===== src/common/cpu_pkg.sv =====
package cpu_pkg;

  typedef logic [31:0] word_t;
  typedef logic [31:0] addr_t;
  typedef logic [4:0]  reg_addr_t;
  typedef logic [4:0]  shamt_t;

  // Primary opcodes
  localparam logic [5:0] OP_RTYPE = 6'h00;
  localparam logic [5:0] OP_J     = 6'h02;
  localparam logic [5:0] OP_JAL   = 6'h03;
  localparam logic [5:0] OP_BEQ   = 6'h04;
  localparam logic [5:0] OP_BNE   = 6'h05;
  localparam logic [5:0] OP_ADDI  = 6'h08;
  localparam logic [5:0] OP_SLTI  = 6'h0a;
  localparam logic [5:0] OP_SLTIU = 6'h0b;
  localparam logic [5:0] OP_ANDI  = 6'h0c;
  localparam logic [5:0] OP_ORI   = 6'h0d;
  localparam logic [5:0] OP_LW    = 6'h23;
  localparam logic [5:0] OP_SW    = 6'h2b;

  // R-type funct codes
  localparam logic [5:0] FN_SLL  = 6'h00;
  localparam logic [5:0] FN_SRL  = 6'h02;
  localparam logic [5:0] FN_SLLV = 6'h04;
  localparam logic [5:0] FN_SRLV = 6'h06;
  localparam logic [5:0] FN_ADD  = 6'h20;
  localparam logic [5:0] FN_SUB  = 6'h22;
  localparam logic [5:0] FN_AND  = 6'h24;
  localparam logic [5:0] FN_OR   = 6'h25;
  localparam logic [5:0] FN_XOR  = 6'h26;
  localparam logic [5:0] FN_NOR  = 6'h27;
  localparam logic [5:0] FN_SLT  = 6'h2a;
  localparam logic [5:0] FN_SLTU = 6'h2b;

  localparam reg_addr_t REG_LINK = 5'd31;  // jal return address

  typedef enum logic [3:0] {
    ALU_ADD,
    ALU_SUB,
    ALU_AND,
    ALU_OR,
    ALU_XOR,
    ALU_NOR,
    ALU_SLT,
    ALU_SLTU,
    ALU_SLL,
    ALU_SRL,
    ALU_PASS_B  // Carries the jal link value
  } alu_op_t;

endpackage


===== src/fetch/instr_mem.sv =====
`timescale 1ns/100ps

module instr_mem import cpu_pkg::*; #(
  parameter int IMEM_WORDS = 64
) (
  input  logic  clk,
  input  logic  reset,
  input  logic  run,
  input  logic  load_req,
  input  addr_t load_addr,
  input  word_t load_data,
  output logic  load_ack,
  input  addr_t rd_addr,
  output word_t rd_data
);

  localparam int IMEM_AW = $clog2(IMEM_WORDS);

  typedef enum logic {LOAD_IDLE, LOAD_ACK} load_state_t;

  load_state_t load_state;
  word_t       mem [IMEM_WORDS];

  always_ff @(posedge clk) begin
    if (reset) begin
      load_state <= LOAD_IDLE;
    end else begin
      case (load_state)
        LOAD_IDLE: if (load_req) load_state <= LOAD_ACK;
        LOAD_ACK:  if (!load_req) load_state <= LOAD_IDLE;  // Wait for req to drop
        default:   load_state <= LOAD_IDLE;
      endcase
    end
  end

  // One word per handshake, taken on entry to LOAD_ACK
  always_ff @(posedge clk) begin
    if (load_state == LOAD_IDLE && load_req) begin
      mem[load_addr[IMEM_AW-1:0]] <= load_data;
    end
  end

  assign load_ack = (load_state == LOAD_ACK);
  assign rd_data  = mem[rd_addr[IMEM_AW+1:2]];  // Byte address to word index

  a_no_load_while_run: assert property (@(posedge clk) disable iff (reset)
    run |-> !$rose(load_req));

  a_ack_needs_req: assert property (@(posedge clk) disable iff (reset)
    $rose(load_ack) |-> $past(load_req));

endmodule


===== src/fetch/fetch_unit.sv =====
`timescale 1ns/100ps

module fetch_unit import cpu_pkg::*; #(
  parameter int IMEM_WORDS = 64
) (
  input  logic  clk,
  input  logic  reset,
  input  logic  run,
  input  logic  load_req,
  input  addr_t load_addr,
  input  word_t load_data,
  output logic  load_ack,
  input  logic  redirect,
  input  addr_t redirect_pc,
  output logic  fetch_valid,
  output addr_t fetch_pc,
  output word_t fetch_instr
);

  addr_t pc;
  word_t rd_data;

  instr_mem #(
    .IMEM_WORDS(IMEM_WORDS)
  ) u_instr_mem (
    .clk       (clk),
    .reset     (reset),
    .run       (run),
    .load_req  (load_req),
    .load_addr (load_addr),
    .load_data (load_data),
    .load_ack  (load_ack),
    .rd_addr   (pc),
    .rd_data   (rd_data)
  );

  always_ff @(posedge clk) begin
    if (reset) begin
      pc          <= '0;
      fetch_valid <= 1'b0;
    end else begin
      fetch_valid <= run;
      if (run) begin
        pc <= redirect ? redirect_pc : pc + 32'd4;  // Held while stopped
      end
    end
  end

  always_ff @(posedge clk) begin
    if (run) begin
      fetch_pc    <= pc;
      fetch_instr <= rd_data;
    end
  end

endmodule


===== config.mk =====
export PLATFORM = sky130hd
export DESIGN_NAME = fetch_unit
export DESIGN_NICKNAME = d
export VERILOG_FILES = /design/src/common/cpu_pkg.sv /design/src/fetch/instr_mem.sv /design/src/fetch/fetch_unit.sv
export SDC_FILE = /design/constraint.sdc
export NUM_CORES = 2
export LEC_CHECK = 0
export ABC_AREA = 1
export BUFFER_PORTS_ARGS = -buffer_cell sky130_fd_sc_hd__buf_2
export CAP_MARGIN = 10
export CORE_MARGIN = 10
export CORE_UTILIZATION = 50
export CTS_CLUSTER_DIAMETER = 40
export DETAILED_ROUTE_END_ITERATION = 10
export PLACE_DENSITY_LB_ADDON = 0.25
export SYNTH_ARGS = -nofsm -noshare
export SYNTH_HDL_FRONTEND = slang
export SYNTH_SLANG_ARGS = --single-unit

===== constraint.sdc =====
create_clock -name clk -period 2.8 [get_ports clk]
set_input_delay 0.42 -clock clk [delete_from_list [all_inputs] [get_ports clk]]
set_output_delay 0.42 -clock clk [all_outputs]
set_load 0.01 [all_outputs]

==> impl_results.md <==
- Die Area: 0.199 mm²
- Initial antenna violation count: 22
- Worst clock skew: 0.0550 ns
- First DRT Iteration DRCs: 7019
- Syn. warnings: 0
- Core Rows: 156
- Port Buffer Count: 140
- Max Cap Viol: 0
- Yosys cell types: 34
- Outcome: finished, final reports clean
- Cell repeated most along the worst path: nand2_1
- Vias per inst: 5.46
- Worst slack at placement: slightly above 0.3 ns
- Setup WS post-layout: ~0.16 ns
- Worst Path Required: 3.56 ns
- Setup crit start kind: register
- Syn Area/Cell: roughly 11 µm²
- Post-synth ARST share: 0
- Worst Path Max Fanout: 9
- Clock sink total: 2146
- CP cell instances: nand2_2 -> buf_4 -> nor2_4 -> nand3_2 -> nor2_1 -> nand2_1 -> nand2_1 -> nand2_1 -> nand2_1 -> a21oi_1 -> dlygate4sd3_1
- Htree depth: 5
- Clock network power share: 0.477
- Worst flop-to-flop path endpoint: pc[20]
- WS Path Type: reg -> reg
- Unrepaired setup endpoints after global routing: no
- Worst hold path depth: 1
- Switching pwr: 18.9 mW
- Clk_lat worst skew: between 0.9 and 1 ns
- Internal: 60.9 mW
- Critical hold path startpoint: load_data[11]
- Clock Path Buffers: 4
- Total wire length: 266000 µm
- Synthesized area: 0.0907 mm²
- Relative slew margins: 0.259
- Setup Fix Bufs, Post-CTS: 0
- CP max stage delay: 0.61 ns
- Cell family with most CP delay: simple AND/OR/NAND/NOR gates
- Die Ht: 446 µm
- # fillers: 13900
- Switching Share: 0.237
- Final net count: 9122
- Final setup fails: 0
- Slowest stage cell, crit path: dfxtp_1
- Slew @ Worst Pin: 1.11 ns
- Hold WC Path Type: in -> reg
- Period utilisation layout: 0.944
- Static Leak: 43.6 nW
- Post-synth top flop: edfxtp_1
- Clock Tree Root: clkbuf_16
- Worst Path Arrival: 3.40 ns
- Pin count of the biggest net entering global routing: 82
- Min-Delay Endpoint: u_instr_mem.mem[26][11]
- Area after DPL: 0.0977 mm²
- Sequential area share after synthesis: 0.707
- Via count: 63500
- Logic gate share of total power: 0.075
- Flop pwr share: 0.448
- CORE AREA: around 0.18 mm²
- Power Total: 79.8 mW
- Most common cell after layout, fill and taps aside: nand2_1
- Smallest hold slack: 0.0470 ns
- Starting Density: 0.502
- WP buf/inv: 2
- Clock slew at reported path FFs: 0.06 ns
- Per-cell routed wire length: 22.8 µm
- Setup TNS: 0 ns
- Gr ovfl total: 0
- Area delta synth->final: 19.6%
- CTS tree: yes
- Fin area: 0.108 mm²
- Peak Freq: between 300 and 400 MHz
- GP Congestion: ~0.89
- Mapped Cells: ~8600
- Worst r2r src: pc[5]
- CP endpoint kind: register
- DRC errors left: 0
- ANT nets after route: 0
- Post-DP HPWL: 158000 µm
- Top-Level Pins: ~170
- Fin. Hold Viols: 0
- Worst R2R Path Depth: 11
- Most frequent cells in the layout: 2812 x nand2_1, 2112 x edfxtp_1, 998 x inv_1
- CTS Buf Count: 309
- DR pass1 iterations: 6
- Synthesis-stage register bit count: roughly 2100
- Die W: between 400 and 500 µm
- Number of global-route vias before repair: 60600
- Max-slew violations: 0
- Overall Global Routing Usage: 0.261
- Flop2flop setup slack: 0.16 ns
- Tmin final: 2.64 ns
- Post-synth EDFFs: 2112
- VDD IR-drop max: 0.000606 V
- First-pass GRT wire length: 388000 µm
- Syn Nets: 8682
- Share of cells above drive strength 1: 0.117
- Power Density: between 700 and 800 mW/mm²
-- power groups by stage --
stage / clock [mW] / sequential (mW) / combinational [mW]
final: 38.1 / 35.7 / 5.99
after global routing: 39.8 / 35.7 / 6.47
after CTS: 38.5 / 35.7 / 5.93
after detailed placement: 0 / 36.4 / 5.82
after global placement: 0 / 36.4 / 5.73
after floorplan: 0 / 36.3 / 2.98
-- flip-flops by register name (all words and copies together), names as in the netlist --
name	cells
u_instr_mem.mem	2048
fetch_instr	32
fetch_pc	32
pc	32
fetch_valid	1
u_instr_mem.load_ack	1
-- per-stage QoR --
step / cells / utilization
final: 11600 / 0.601
after detailed placement: 11000 / 0.541
after global routing: 11600 / 0.601
after global placement: 11000 / 0.541
after CTS: 11600 / 0.601
after floorplan: 8580 / -
-- worst max-delay path by stage --
stage	startpoint	endpoint	slack (ns)	depth (start not counted)
CTS	pc[3]	pc[20]	0.09	12
global route	pc[3]	pc[20]	0.01	11
floorplan	load_req	u_instr_mem.mem[0][0]	-0.08	4
detailed placement	pc[3]	fetch_instr[4]	0.31	10
finish	pc[5]	pc[20]	0.16	11
global placement	pc[2]	fetch_instr[23]	0.31	13
-- area by class of cell --
class,count,area [µm²],share of cell area
repair buffers,566,6320,0.0583
multi-input cells,4988,21100,0.195
well taps,2370,2970,0.0273
clock inverters,202,2130,0.0196
diodes,8,20.0,0.000185
inverters,1009,3810,0.0352
flip-flops and latches,2146,64100,0.591
clock buffers,338,8000,0.0737
-- cell families (layout without fill, tap and decap cells) --
family          after synthesis  count (layout)  synth area share
compound gates              416             416            0.0236
xor+xnor                      1               1         0.0000966
fa+ha+maj                     1               1          0.000138
buf+inv                    1446            2115            0.0655
flops                      2146            2146             0.707
other cells                   0               8                 0
simple gates               4570            4570             0.204
-- per-layer routing --
metal  global-route usage  share of wire
met1                0.345           0.39
met2                0.414           0.46
met3               0.0505          0.097
met4                0.132          0.053
met5                    0       0.000079
-- worst reg2reg max path, cell delays in order, from the launching register on --
cell and delay (ns):
dfxtp_1 0.61, nand2_2 0.15, buf_4 0.25, nor2_4 0.26, nand3_2 0.20, nor2_1 0.13
nand2_1 0.06, nand2_1 0.07, nand2_1 0.05, nand2_1 0.08, a21oi_1 0.06, dlygate4sd3_1 0.58
-- synthesized netlist by cell type (7+ instances only) --
cell type | count | share of area
a21oi_1 | 80 | 0.0044
a31oi_1 | 7 | 0.00048
buf_1 | 61 | 0.0025
buf_2 | 225 | 0.012
buf_4 | 33 | 0.0027
buf_6 | 14 | 0.0017
clkbuf_1 | 104 | 0.0043
dfxtp_1 | 34 | 0.0075
edfxtp_1 | 2112 | 0.70
inv_1 | 1001 | 0.041
nand2_1 | 2812 | 0.12
nand3_1 | 958 | 0.053
nand4_1 | 10 | 0.00069
nor2_1 | 758 | 0.031
o211ai_1 | 10 | 0.00083
o21ai_0 | 224 | 0.012
o21ai_1 | 85 | 0.0047
or2_1 | 8 | 0.00055
-- repair_timing --
action / CTS / global route
hold buffers: 63 / 0
gates resized for setup: 0 / 2
hold endpoints to repair: 106 / 0
setup endpoints to repair: 0 / 2
Power figures use the tool's default switching activity.
