## src/common/cpu_pkg.sv

```systemverilog
package cpu_pkg;

  typedef logic [31:0] word_t;
  typedef logic [31:0] addr_t;
  typedef logic [4:0]  reg_addr_t;
  typedef logic [4:0]  shamt_t;

  // Primary opcodes
  localparam logic [5:0] OP_RTYPE = 6'h00;
  localparam logic [5:0] OP_J     = 6'h02;
  localparam logic [5:0] OP_JAL   = 6'h03;
  localparam logic [5:0] OP_BEQ   = 6'h04;
  localparam logic [5:0] OP_BNE   = 6'h05;
  localparam logic [5:0] OP_ADDI  = 6'h08;
  localparam logic [5:0] OP_SLTI  = 6'h0a;
  localparam logic [5:0] OP_SLTIU = 6'h0b;
  localparam logic [5:0] OP_ANDI  = 6'h0c;
  localparam logic [5:0] OP_ORI   = 6'h0d;
  localparam logic [5:0] OP_LW    = 6'h23;
  localparam logic [5:0] OP_SW    = 6'h2b;

  // R-type funct codes
  localparam logic [5:0] FN_SLL  = 6'h00;
  localparam logic [5:0] FN_SRL  = 6'h02;
  localparam logic [5:0] FN_SLLV = 6'h04;
  localparam logic [5:0] FN_SRLV = 6'h06;
  localparam logic [5:0] FN_ADD  = 6'h20;
  localparam logic [5:0] FN_SUB  = 6'h22;
  localparam logic [5:0] FN_AND  = 6'h24;
  localparam logic [5:0] FN_OR   = 6'h25;
  localparam logic [5:0] FN_XOR  = 6'h26;
  localparam logic [5:0] FN_NOR  = 6'h27;
  localparam logic [5:0] FN_SLT  = 6'h2a;
  localparam logic [5:0] FN_SLTU = 6'h2b;

  localparam reg_addr_t REG_LINK = 5'd31;  // jal return address

  typedef enum logic [3:0] {
    ALU_ADD,
    ALU_SUB,
    ALU_AND,
    ALU_OR,
    ALU_XOR,
    ALU_NOR,
    ALU_SLT,
    ALU_SLTU,
    ALU_SLL,
    ALU_SRL,
    ALU_PASS_B  // Carries the jal link value
  } alu_op_t;

endpackage

```

## src/decode/control_decoder.sv

```systemverilog
`timescale 1ns/100ps

module control_decoder import cpu_pkg::*; (
  input  word_t   instr,
  output logic    reg_dst,
  output logic    reg_wr,
  output logic    alu_src,
  output logic    ext_signed,
  output logic    shift_imm,
  output logic    shift_var,
  output logic    mem_wr,
  output logic    mem_to_reg,
  output logic    branch_eq,
  output logic    branch_ne,
  output logic    jump,
  output logic    link,
  output alu_op_t alu_op
);

  logic [5:0] opcode;
  logic [5:0] funct;

  assign opcode = instr[31:26];
  assign funct  = instr[5:0];

  always_comb begin
    reg_dst    = 1'b0;
    reg_wr     = 1'b0;
    alu_src    = 1'b0;
    ext_signed = 1'b0;
    shift_imm  = 1'b0;
    shift_var  = 1'b0;
    mem_wr     = 1'b0;
    mem_to_reg = 1'b0;
    branch_eq  = 1'b0;
    branch_ne  = 1'b0;
    jump       = 1'b0;
    link       = 1'b0;
    alu_op     = ALU_ADD;

    case (opcode)
      OP_RTYPE: begin
        reg_dst = 1'b1;
        reg_wr  = 1'b1;
        case (funct)
          FN_ADD:  alu_op = ALU_ADD;
          FN_SUB:  alu_op = ALU_SUB;
          FN_AND:  alu_op = ALU_AND;
          FN_OR:   alu_op = ALU_OR;
          FN_XOR:  alu_op = ALU_XOR;
          FN_NOR:  alu_op = ALU_NOR;
          FN_SLT:  alu_op = ALU_SLT;
          FN_SLTU: alu_op = ALU_SLTU;
          FN_SLL: begin
            alu_op    = ALU_SLL;
            shift_imm = 1'b1;
          end
          FN_SRL: begin
            alu_op    = ALU_SRL;
            shift_imm = 1'b1;
          end
          FN_SLLV: begin
            alu_op    = ALU_SLL;
            shift_var = 1'b1;
          end
          FN_SRLV: begin
            alu_op    = ALU_SRL;
            shift_var = 1'b1;
          end
          default: reg_wr = 1'b0;  // Unknown funct retires as a no-op
        endcase
      end
      OP_ADDI, OP_SLTI, OP_SLTIU, OP_ANDI, OP_ORI: begin
        reg_wr     = 1'b1;
        alu_src    = 1'b1;
        ext_signed = (opcode != OP_ANDI) && (opcode != OP_ORI);
        case (opcode)
          OP_SLTI:  alu_op = ALU_SLT;
          OP_SLTIU: alu_op = ALU_SLTU;  // Sign-extended, compared unsigned
          OP_ANDI:  alu_op = ALU_AND;
          OP_ORI:   alu_op = ALU_OR;
          default:  alu_op = ALU_ADD;
        endcase
      end
      OP_LW: begin
        reg_wr     = 1'b1;
        alu_src    = 1'b1;
        ext_signed = 1'b1;
        mem_to_reg = 1'b1;
      end
      OP_SW: begin
        alu_src    = 1'b1;
        ext_signed = 1'b1;
        mem_wr     = 1'b1;
      end
      OP_BEQ: begin
        branch_eq = 1'b1;
        alu_op    = ALU_SUB;
      end
      OP_BNE: begin
        branch_ne = 1'b1;
        alu_op    = ALU_SUB;
      end
      OP_J: jump = 1'b1;
      OP_JAL: begin
        jump   = 1'b1;
        link   = 1'b1;
        reg_wr = 1'b1;
        alu_op = ALU_PASS_B;
      end
      default: ;
    endcase
  end

endmodule

```

## config.mk

```make
export PLATFORM = sky130hd
export DESIGN_NAME = control_decoder
export DESIGN_NICKNAME = d
export VERILOG_FILES = /design/src/common/cpu_pkg.sv /design/src/decode/control_decoder.sv
export SDC_FILE = /design/constraint.sdc
export NUM_CORES = 1
export LEC_CHECK = 0
export BUFFER_PORTS_ARGS = -buffer_cell sky130_fd_sc_hd__buf_2
export CAP_MARGIN = 20
export CELL_PAD_IN_SITES_DETAIL_PLACEMENT = 0
export CELL_PAD_IN_SITES_GLOBAL_PLACEMENT = 1
export CORE_ASPECT_RATIO = 0.7
export CORE_MARGIN = 4
export CORE_UTILIZATION = 19
export DETAILED_ROUTE_END_ITERATION = 6
export PLACE_DENSITY_LB_ADDON = 0.1
export SLEW_MARGIN = 20
export SYNTH_ARGS = -nofsm -noshare
export SYNTH_HDL_FRONTEND = slang
export SYNTH_SLANG_ARGS = --single-unit
```

## constraint.sdc

```tcl
create_clock -name vclk -period 2.4
set_input_delay 0.24 -clock vclk [all_inputs]
set_output_delay 0.24 -clock vclk [all_outputs]
set_load 0.005 [all_outputs]
```

==> results of run 1 <==
[critical path, stage by stage]
cell,delay (ns)
buf_2,0.15
or4_4,0.56
or3_4,0.35
or3_4,0.39
o21ai_0,0.08
buf_2,0.13
[final timing paths]
kind	cells after the start	slack (ns)	endpoint	from
hold / removal	3	0.76	shift_imm	instr[2]
setup / recovery	6	0.26	alu_op[3]	instr[31]
[per-stage QoR]
step	utilization	power, uW	std cells	instance area (um2)
global route	0.282	73.5	111	528
detailed placement	0.282	64.6	111	528
global placement	0.282	65.3	111	528
CTS	0.282	65.0	111	528
finish	0.282	64.3	111	528
floorplan	-	39.0	65	380
[metal layers]
layer | track usage | vias up | wire, um
met4 | 0 | 0 | 0
met5 | 0 | - | 0
li1 | - | 285 | -
met3 | 0.00283 | 0 | 77
met1 | 0.175 | 235 | 714
met2 | 0.148 | 13 | 570
[placed cells by master, fill, tap and decap left out]
master | netlist | layout
o21ai_1 | 1 | 1
buf_4 | 0 | 1
o22ai_1 | 1 | 1
a31oi_1 | 1 | 1
inv_1 | 4 | 4
nand3_1 | 2 | 2
o21a_1 | 1 | 1
and3_1 | 2 | 2
nor4b_1 | 2 | 2
nor4_1 | 3 | 3
mux2_2 | 1 | 1
or4_4 | 1 | 1
or3_1 | 3 | 3
buf_2 | 1 | 28
nor2b_1 | 3 | 3
o22a_1 | 1 | 1
nor2_2 | 2 | 2
a2bb2oi_1 | 1 | 1
or2_1 | 1 | 1
a21oi_1 | 3 | 3
o211ai_1 | 1 | 1
o21ai_0 | 3 | 3
a211o_1 | 1 | 1
o2bb2ai_1 | 1 | 1
or3_4 | 2 | 2
nand4_1 | 1 | 1
nand2_1 | 8 | 8
nor2_1 | 9 | 9
mux2i_1 | 1 | 1
[area by class of cell]
class / instances / area [um2] / area share
timing repair buffer: 29 / 148 / 0.280
multi-input combinational: 56 / 338 / 0.640
inverter: 4 / 15.0 / 0.0284
tap: 22 / 27.5 / 0.0521
[power breakdown]
part,internal [uW],switching [uW]
clock network,0,0
logic,27.2,37.1
registers,0,0
total,27.2,37.1
[logic make-up (layout without fill, tap and decap cells)]
logic type             Yosys count  count (layout)  synth area share
AND/OR/NAND/NOR                 39              39             0.576
buffers and inverters            9              33             0.112
multiplexers                     2               2            0.0559
AO/OA/AOI/OAI                   15              15             0.257
==> results.toml, run 1 <==
[logic_synthesis]
syn-cell-area_um2 = 380
synth.distinct_cells = 30
syn_inst = 65
syn_nets = 97
ys_seq_area_frac = 0
synthTopCellsByArea = "nor2_1 (8.9%), nand2_1 (7.9%), or3_4 (5.9%)"
synth_area_leader_cell = "nor2_1"
yosysMostFrequentCell = "nor2_1"
yosysTopAreaCellShare = 0.0888
synth_common_cells = "nor2_1 (9), nand2_1 (8), inv_1 (4)"
ys.warnings.count = 0
syn_avg_cell_area_um2 = 5.85

[timing]
setup_violations = 0
max_slew_margin = 0.633
fin_ws_ns = 0.262
slew_violations = 0
worst_pin_slew_ns = 0.545
fin_tns_setup_ns = 0
hold_viol_final = 0
period_share = 0.891
fmax_ghz = 0.468
rsz0062_at_grt = "no"
whs_ns = 0.761
min_period_ns = 2.14

[finish]
num_antenna_cells = 0
area_growth_pct = 38.8
nClkBuffers = 0
drive_gt1_frac = 0.393
n_fill_cell = 223
nets = 123
nFlopsAndLatches = 0
ff_latch_area_um2 = 0

[drt]
dr_total_vias = 533
wl_per_cell_um = 12.3
vias_per_cell = 4.80
drc_errors = 0
drt_wl_total_mm = 1.36
initialDrtViolationCount = 22
ant_nets = 0
firstDrtPassIters = 4

[power_and_ir_drop]
powerDensity_nw_per_um2 = 122
peakVddDrop_uv = 37.5
power.leakage_uw = 0.000268

[placement]
routabilityCongestion = 0.765
port_buffers = 28
hpwlAfterDp_mm = 1.11
pre_cts_ws_ns = 0.250

[worst_hold_path]
hold_path.class = "in -> out"

[flow_run]
drv_cap = 0

[run_status]
status = "finished, final reports clean"

[grt]
overflow = 0
antenna_found_initial = 0
grt_pass1_wl_mm = 2.28
grt_start_max_net_pins = 13
grt_usage = 0.103
grt_pass1_vias = 482

[floorplan]
die_w_um = 61.5
die_y_um = 45.4
die_area_um2 = 2790
io_pins = 48
core_um2 = 1870
start_util = 0.203
num_rows = 13

[worst_setup_path]
critical_path_arrival_ns = 1.90
path_max_fanout = 8
path_class = "in -> out"
crit_path_end_kind = "primary output"
worst-endpoint-required_ns = 2.16
critPathLaunchType = "primary input"

[clocking]
cts_hold_buf = 0
cts_resized = 0
cts_setup_buffers = 0
Power figures use the tool's default switching activity.
==> inputs of run 2 (changes only) <==
Settings changed: CORE_MARGIN 4 to unset, RECOVER_POWER set to 100.
==> run 2 against run 1 <==
Effect of this change: die area is 22% lower; first-iteration DRC count is 27% lower; worst hold slack better by 0.0036 ns; final area is 3.8% lower; via count is 4.1% higher; final cell count stayed put; power is 2.9% lower; global-route usage is 0.97 points higher; maximum frequency is 3.1% lower; flip-flop and latch count stayed put; highest routed layer unchanged.
==> results.toml, run 2 (synthesis results as in run 1) <==
[clocking]
cts_setup_buffers = 0
cts_hold_buf = 0
cts_resized = 0

[run_status]
status = "finished, final reports clean"

[power_and_ir_drop]
clock_power_share = 0
p_switching_uw = 36.9
p_int_uw = 25.5
power.leakage_uw = 0.000237
peakVddDrop_uv = 33.3
switching_share = 0.591
powerDensity_nw_per_um2 = 123
combPwrFrac = 1.000
p_seq_frac = 0

[worst_setup_path]
critPathLaunchType = "primary input"
cp_slowest_stage_delay_ns = 0.60
crit_path_end_kind = "primary output"
crit_buf_inv = 2
path_class = "in -> out"
crit_slowest_cell = "or4_1"
worstPathCellList = "buf_2 > or4_1 > or3_1 > or3_4 > o21ai_0 > clkbuf_1"
worst-endpoint-required_ns = 2.16
cp_top_family = "simple AND/OR/NAND/NOR gates"
critical_path_arrival_ns = 1.97
path_max_fanout = 8

[finish]
multi_input_area_um2 = 327
final_common_cell = "buf_2"
nets = 123
area_growth_pct = 33.6
drive_gt1_frac = 0.281
num_antenna_cells = 0
ff_latch_area_um2 = 0
stdcell_area_um2 = 508
n_fill_cell = 228
nClkBuffers = 0
layout_common_cells = "buf_2 (19), nor2_1 (10), nand2_1 (8)"
nFlopsAndLatches = 0

[placement]
port_buffers = 28
dpl_cell_area_um2 = 528
hpwlAfterDp_mm = 1.02
routabilityCongestion = 0.728

[floorplan]
die_area_um2 = 2190
die_w_um = 55.5
io_pins = 48
core_um2 = 1870
die_y_um = 39.4
num_rows = 13
start_util = 0.203

[timing]
period_share = 0.919
max_slew_margin = 0.594
rsz0062_at_grt = "no"
slew_violations = 0
min_period_ns = 2.21
hold_viol_final = 0
fmax_ghz = 0.453
setup_violations = 0
fin_tns_setup_ns = 0
worst_pin_slew_ns = 0.603

[drt]
drc_errors = 0
drt_wl_total_mm = 1.26
wl_per_cell_um = 11.4
initialDrtViolationCount = 16
vias_per_cell = 5.00
firstDrtPassIters = 4
dr_total_vias = 555
ant_nets = 0

[grt]
globalRouteMet2Util = 0.178
grtUsageMet3 = 0.00330
grt_pass1_wl_mm = 2.02
antenna_found_initial = 0
overflow = 0
grt_usage = 0.112
use_met1 = 0.175
grt_busiest_layer = "met2"
grt_start_max_net_pins = 13
grt_pass1_vias = 432

[worst_hold_path]
hold_path.class = "in -> out"

[flow_run]
drv_cap = 0
[run 2: cell types whose count changed in the layout (fill, tap and decap cells not counted)]
cell / before / now
or4_1: 0 / 1
nor2_2: 2 / 1
or2_0: 0 / 1
or2_1: 1 / 0
nor2_1: 9 / 10
clkbuf_2: 0 / 2
or3_1: 3 / 4
clkbuf_1: 0 / 7
or4_4: 1 / 0
or3_4: 2 / 1
buf_2: 28 / 19
[run 2: final timing paths]
kind / from / endpoint / slack (ns) / cells after the start
hold / removal: instr[2] / shift_imm / 0.76 / 3
setup / recovery: instr[31] / alu_op[3] / 0.19 / 6
[run 2: final cells by class]
type / instances / area share
inverter: 4 / 0.0296
multi-input combinational: 56 / 0.643
tap: 22 / 0.0542
timing repair buffer: 29 / 0.273
[run 2: routing by layer]
metal	up-vias	wire, um
met5	-	0
met4	0	0
met3	0	71
met2	22	561
met1	250	628
li1	283	-
[run 2: through the flow]
stage               setup WS (ns)   util  power (uW)  hold WS [ns]  cells
floorplan                   0.460      -        39.0         0.502     65
finish                      0.194  0.272        62.4         0.764    111
global route               0.0981  0.272        70.5         0.781    111
CTS                         0.238  0.282        65.0         0.766    111
detailed placement          0.242  0.282        64.7         0.764    111
global placement            0.258  0.282        65.0         0.766    111
[run 2: power by group through the flow]
stage	logic (uW)	registers, uW	clock network [uW]
2_1_floorplan	39.0	0	0
3_3_place_gp	65.0	0	0
3_5_place_dp	64.7	0	0
4_1_cts	65.0	0	0
5_1_grt	70.5	0	0
6_report	62.4	0	0
==> inputs of run 3 (changes only) <==
Settings changed: BUFFER_PORTS_ARGS -buffer_cell sky130_fd_sc_hd__buf_2 to -buffer_cell sky130_fd_sc_hd__buf_4.
Clock period 2.4 ns to 2.2 ns, I/O delays scaled along.
==> run 3 against run 2 <==
Effect of this change: worst hold slack worse by 0.053 ns; combinational power rose by 28%; worst setup slack lost 0.039 ns; via count fell by 0.36%; die area did not move; non-clock buffer count rose by 2; utilization grew 4.9 points; critical path depth unchanged; critical path type unchanged.
==> results.toml, run 3 (synthesis results as in run 1) <==
[worst_setup_path]
crit_path_end_kind = "primary output"
path_max_fanout = 4
worst-path-stages = 6
worst-endpoint-required_ns = 1.98
path_class = "in -> out"
worstPathCellList = "clkbuf_1 > or4_4 > or3_4 > or3_4 > o21ai_0 > buf_4"
cp_slowest_stage_delay_ns = 0.56
crit_buf_inv = 2
cp_top_family = "simple AND/OR/NAND/NOR gates"
critPathLaunchType = "primary input"
crit_top_cell = "or3_4"
crit_slowest_cell = "or4_4"
critical_path_arrival_ns = 1.82

[power_and_ir_drop]
power.total_uw = 79.6
powerDensity_nw_per_um2 = 133
clock_power_share = 0
p_int_uw = 38.3
power.leakage_uw = 0.000273
combPwrFrac = 1.000
p_seq_frac = 0
peakVddDrop_uv = 40.1
p_switching_uw = 41.3
switching_share = 0.519

[drt]
drt_wl_total_mm = 1.32
firstDrtPassIters = 4
wl_per_cell_um = 11.6
drc_errors = 0
initialDrtViolationCount = 15
vias_per_cell = 4.89
ant_nets = 0
dr_total_vias = 553

[floorplan]
core_um2 = 1870
die_y_um = 39.4
die_w_um = 55.5
die_area_um2 = 2190
num_rows = 13
start_util = 0.203
io_pins = 48

[run_status]
status = "finished, final reports clean"

[timing]
hold_viol_final = 0
min_period_ns = 2.04
worst_pin_slew_ns = 0.593
fmax_ghz = 0.489
fin_tns_setup_ns = 0
period_share = 0.929
setup_violations = 0
slew_violations = 0
rsz0062_at_grt = "no"
max_slew_margin = 0.601

[finish]
nClkBuffers = 0
nets = 125
drive_gt1_frac = 0.363
n_fill_cell = 214
layout_common_cells = "buf_4 (20), nor2_1 (10), nand2_1 (8), clkbuf_4 (8), inv_1 (4)"
ff_latch_area_um2 = 0
num_antenna_cells = 0
final_common_cell = "buf_4"
area_growth_pct = 57.6
nFlopsAndLatches = 0

[placement]
port_buffers = 28
routabilityCongestion = 0.697
hpwlAfterDp_mm = 1.04

[grt]
grt_pass1_vias = 425
grt_usage = 0.108
antenna_found_initial = 0
grt_start_max_net_pins = 14
grt_pass1_wl_mm = 1.93
overflow = 0

[worst_hold_path]
hold_path.class = "in -> out"
hold_depth = 3

[flow_run]
drv_cap = 0

[clocking]
cts_resized = 0
cts_setup_buffers = 0
cts_hold_buf = 0
run 3: power groups by stage:
stage	Sequential [uW]	Combinational, uW	Clock [uW]
floorplan	0	42.5	0
global route	0	87.4	0
global placement	0	83.5	0
detailed placement	0	82.2	0
finish	0	79.6	0
CTS	0	82.6	0
run 3: worst paths after layout:
| kind | startpoint | to | slack, ns |
|---|---|---|---|
| worst max-delay path | instr[31] | alu_op[3] | 0.16 |
| worst min-delay path | instr[2] | shift_imm | 0.71 |
run 3: cell type report:
type                            count  area, um2  area share
Inverter                            4       15.0      0.0251
Multi-Input combinational cell     56        335       0.559
Timing Repair Buffer               31        221       0.370
Tap cell                           22       27.5      0.0459
run 3: layer usage:
metal	up-vias	track usage	share of wire
li1	289	-	-
met1	250	0.171	0.54
met2	14	0.172	0.42
met3	0	0	0.037
met4	0	0	0
met5	-	0	0
run 3: per-stage QoR:
| stage | setup slack [ns] | area [um2] | util | instances | hold WS (ns) |
|---|---|---|---|---|---|
| 3_5_place_dp | 0.111 | 613 | 0.328 | 113 | 0.707 |
| 3_3_place_gp | 0.134 | 613 | 0.328 | 113 | 0.708 |
| 2_1_floorplan | 0.300 | 380 | - | 65 | 0.462 |
| 5_1_grt | 0.0660 | 599 | 0.320 | 113 | 0.726 |
| 6_report | 0.156 | 599 | 0.320 | 113 | 0.711 |
| 4_1_cts | 0.110 | 613 | 0.328 | 113 | 0.709 |
run 3: tightest hold or removal path, cell delays in order:
cell and delay (ns):
buf_4 0.11, nor2_1 0.04, buf_4 0.12
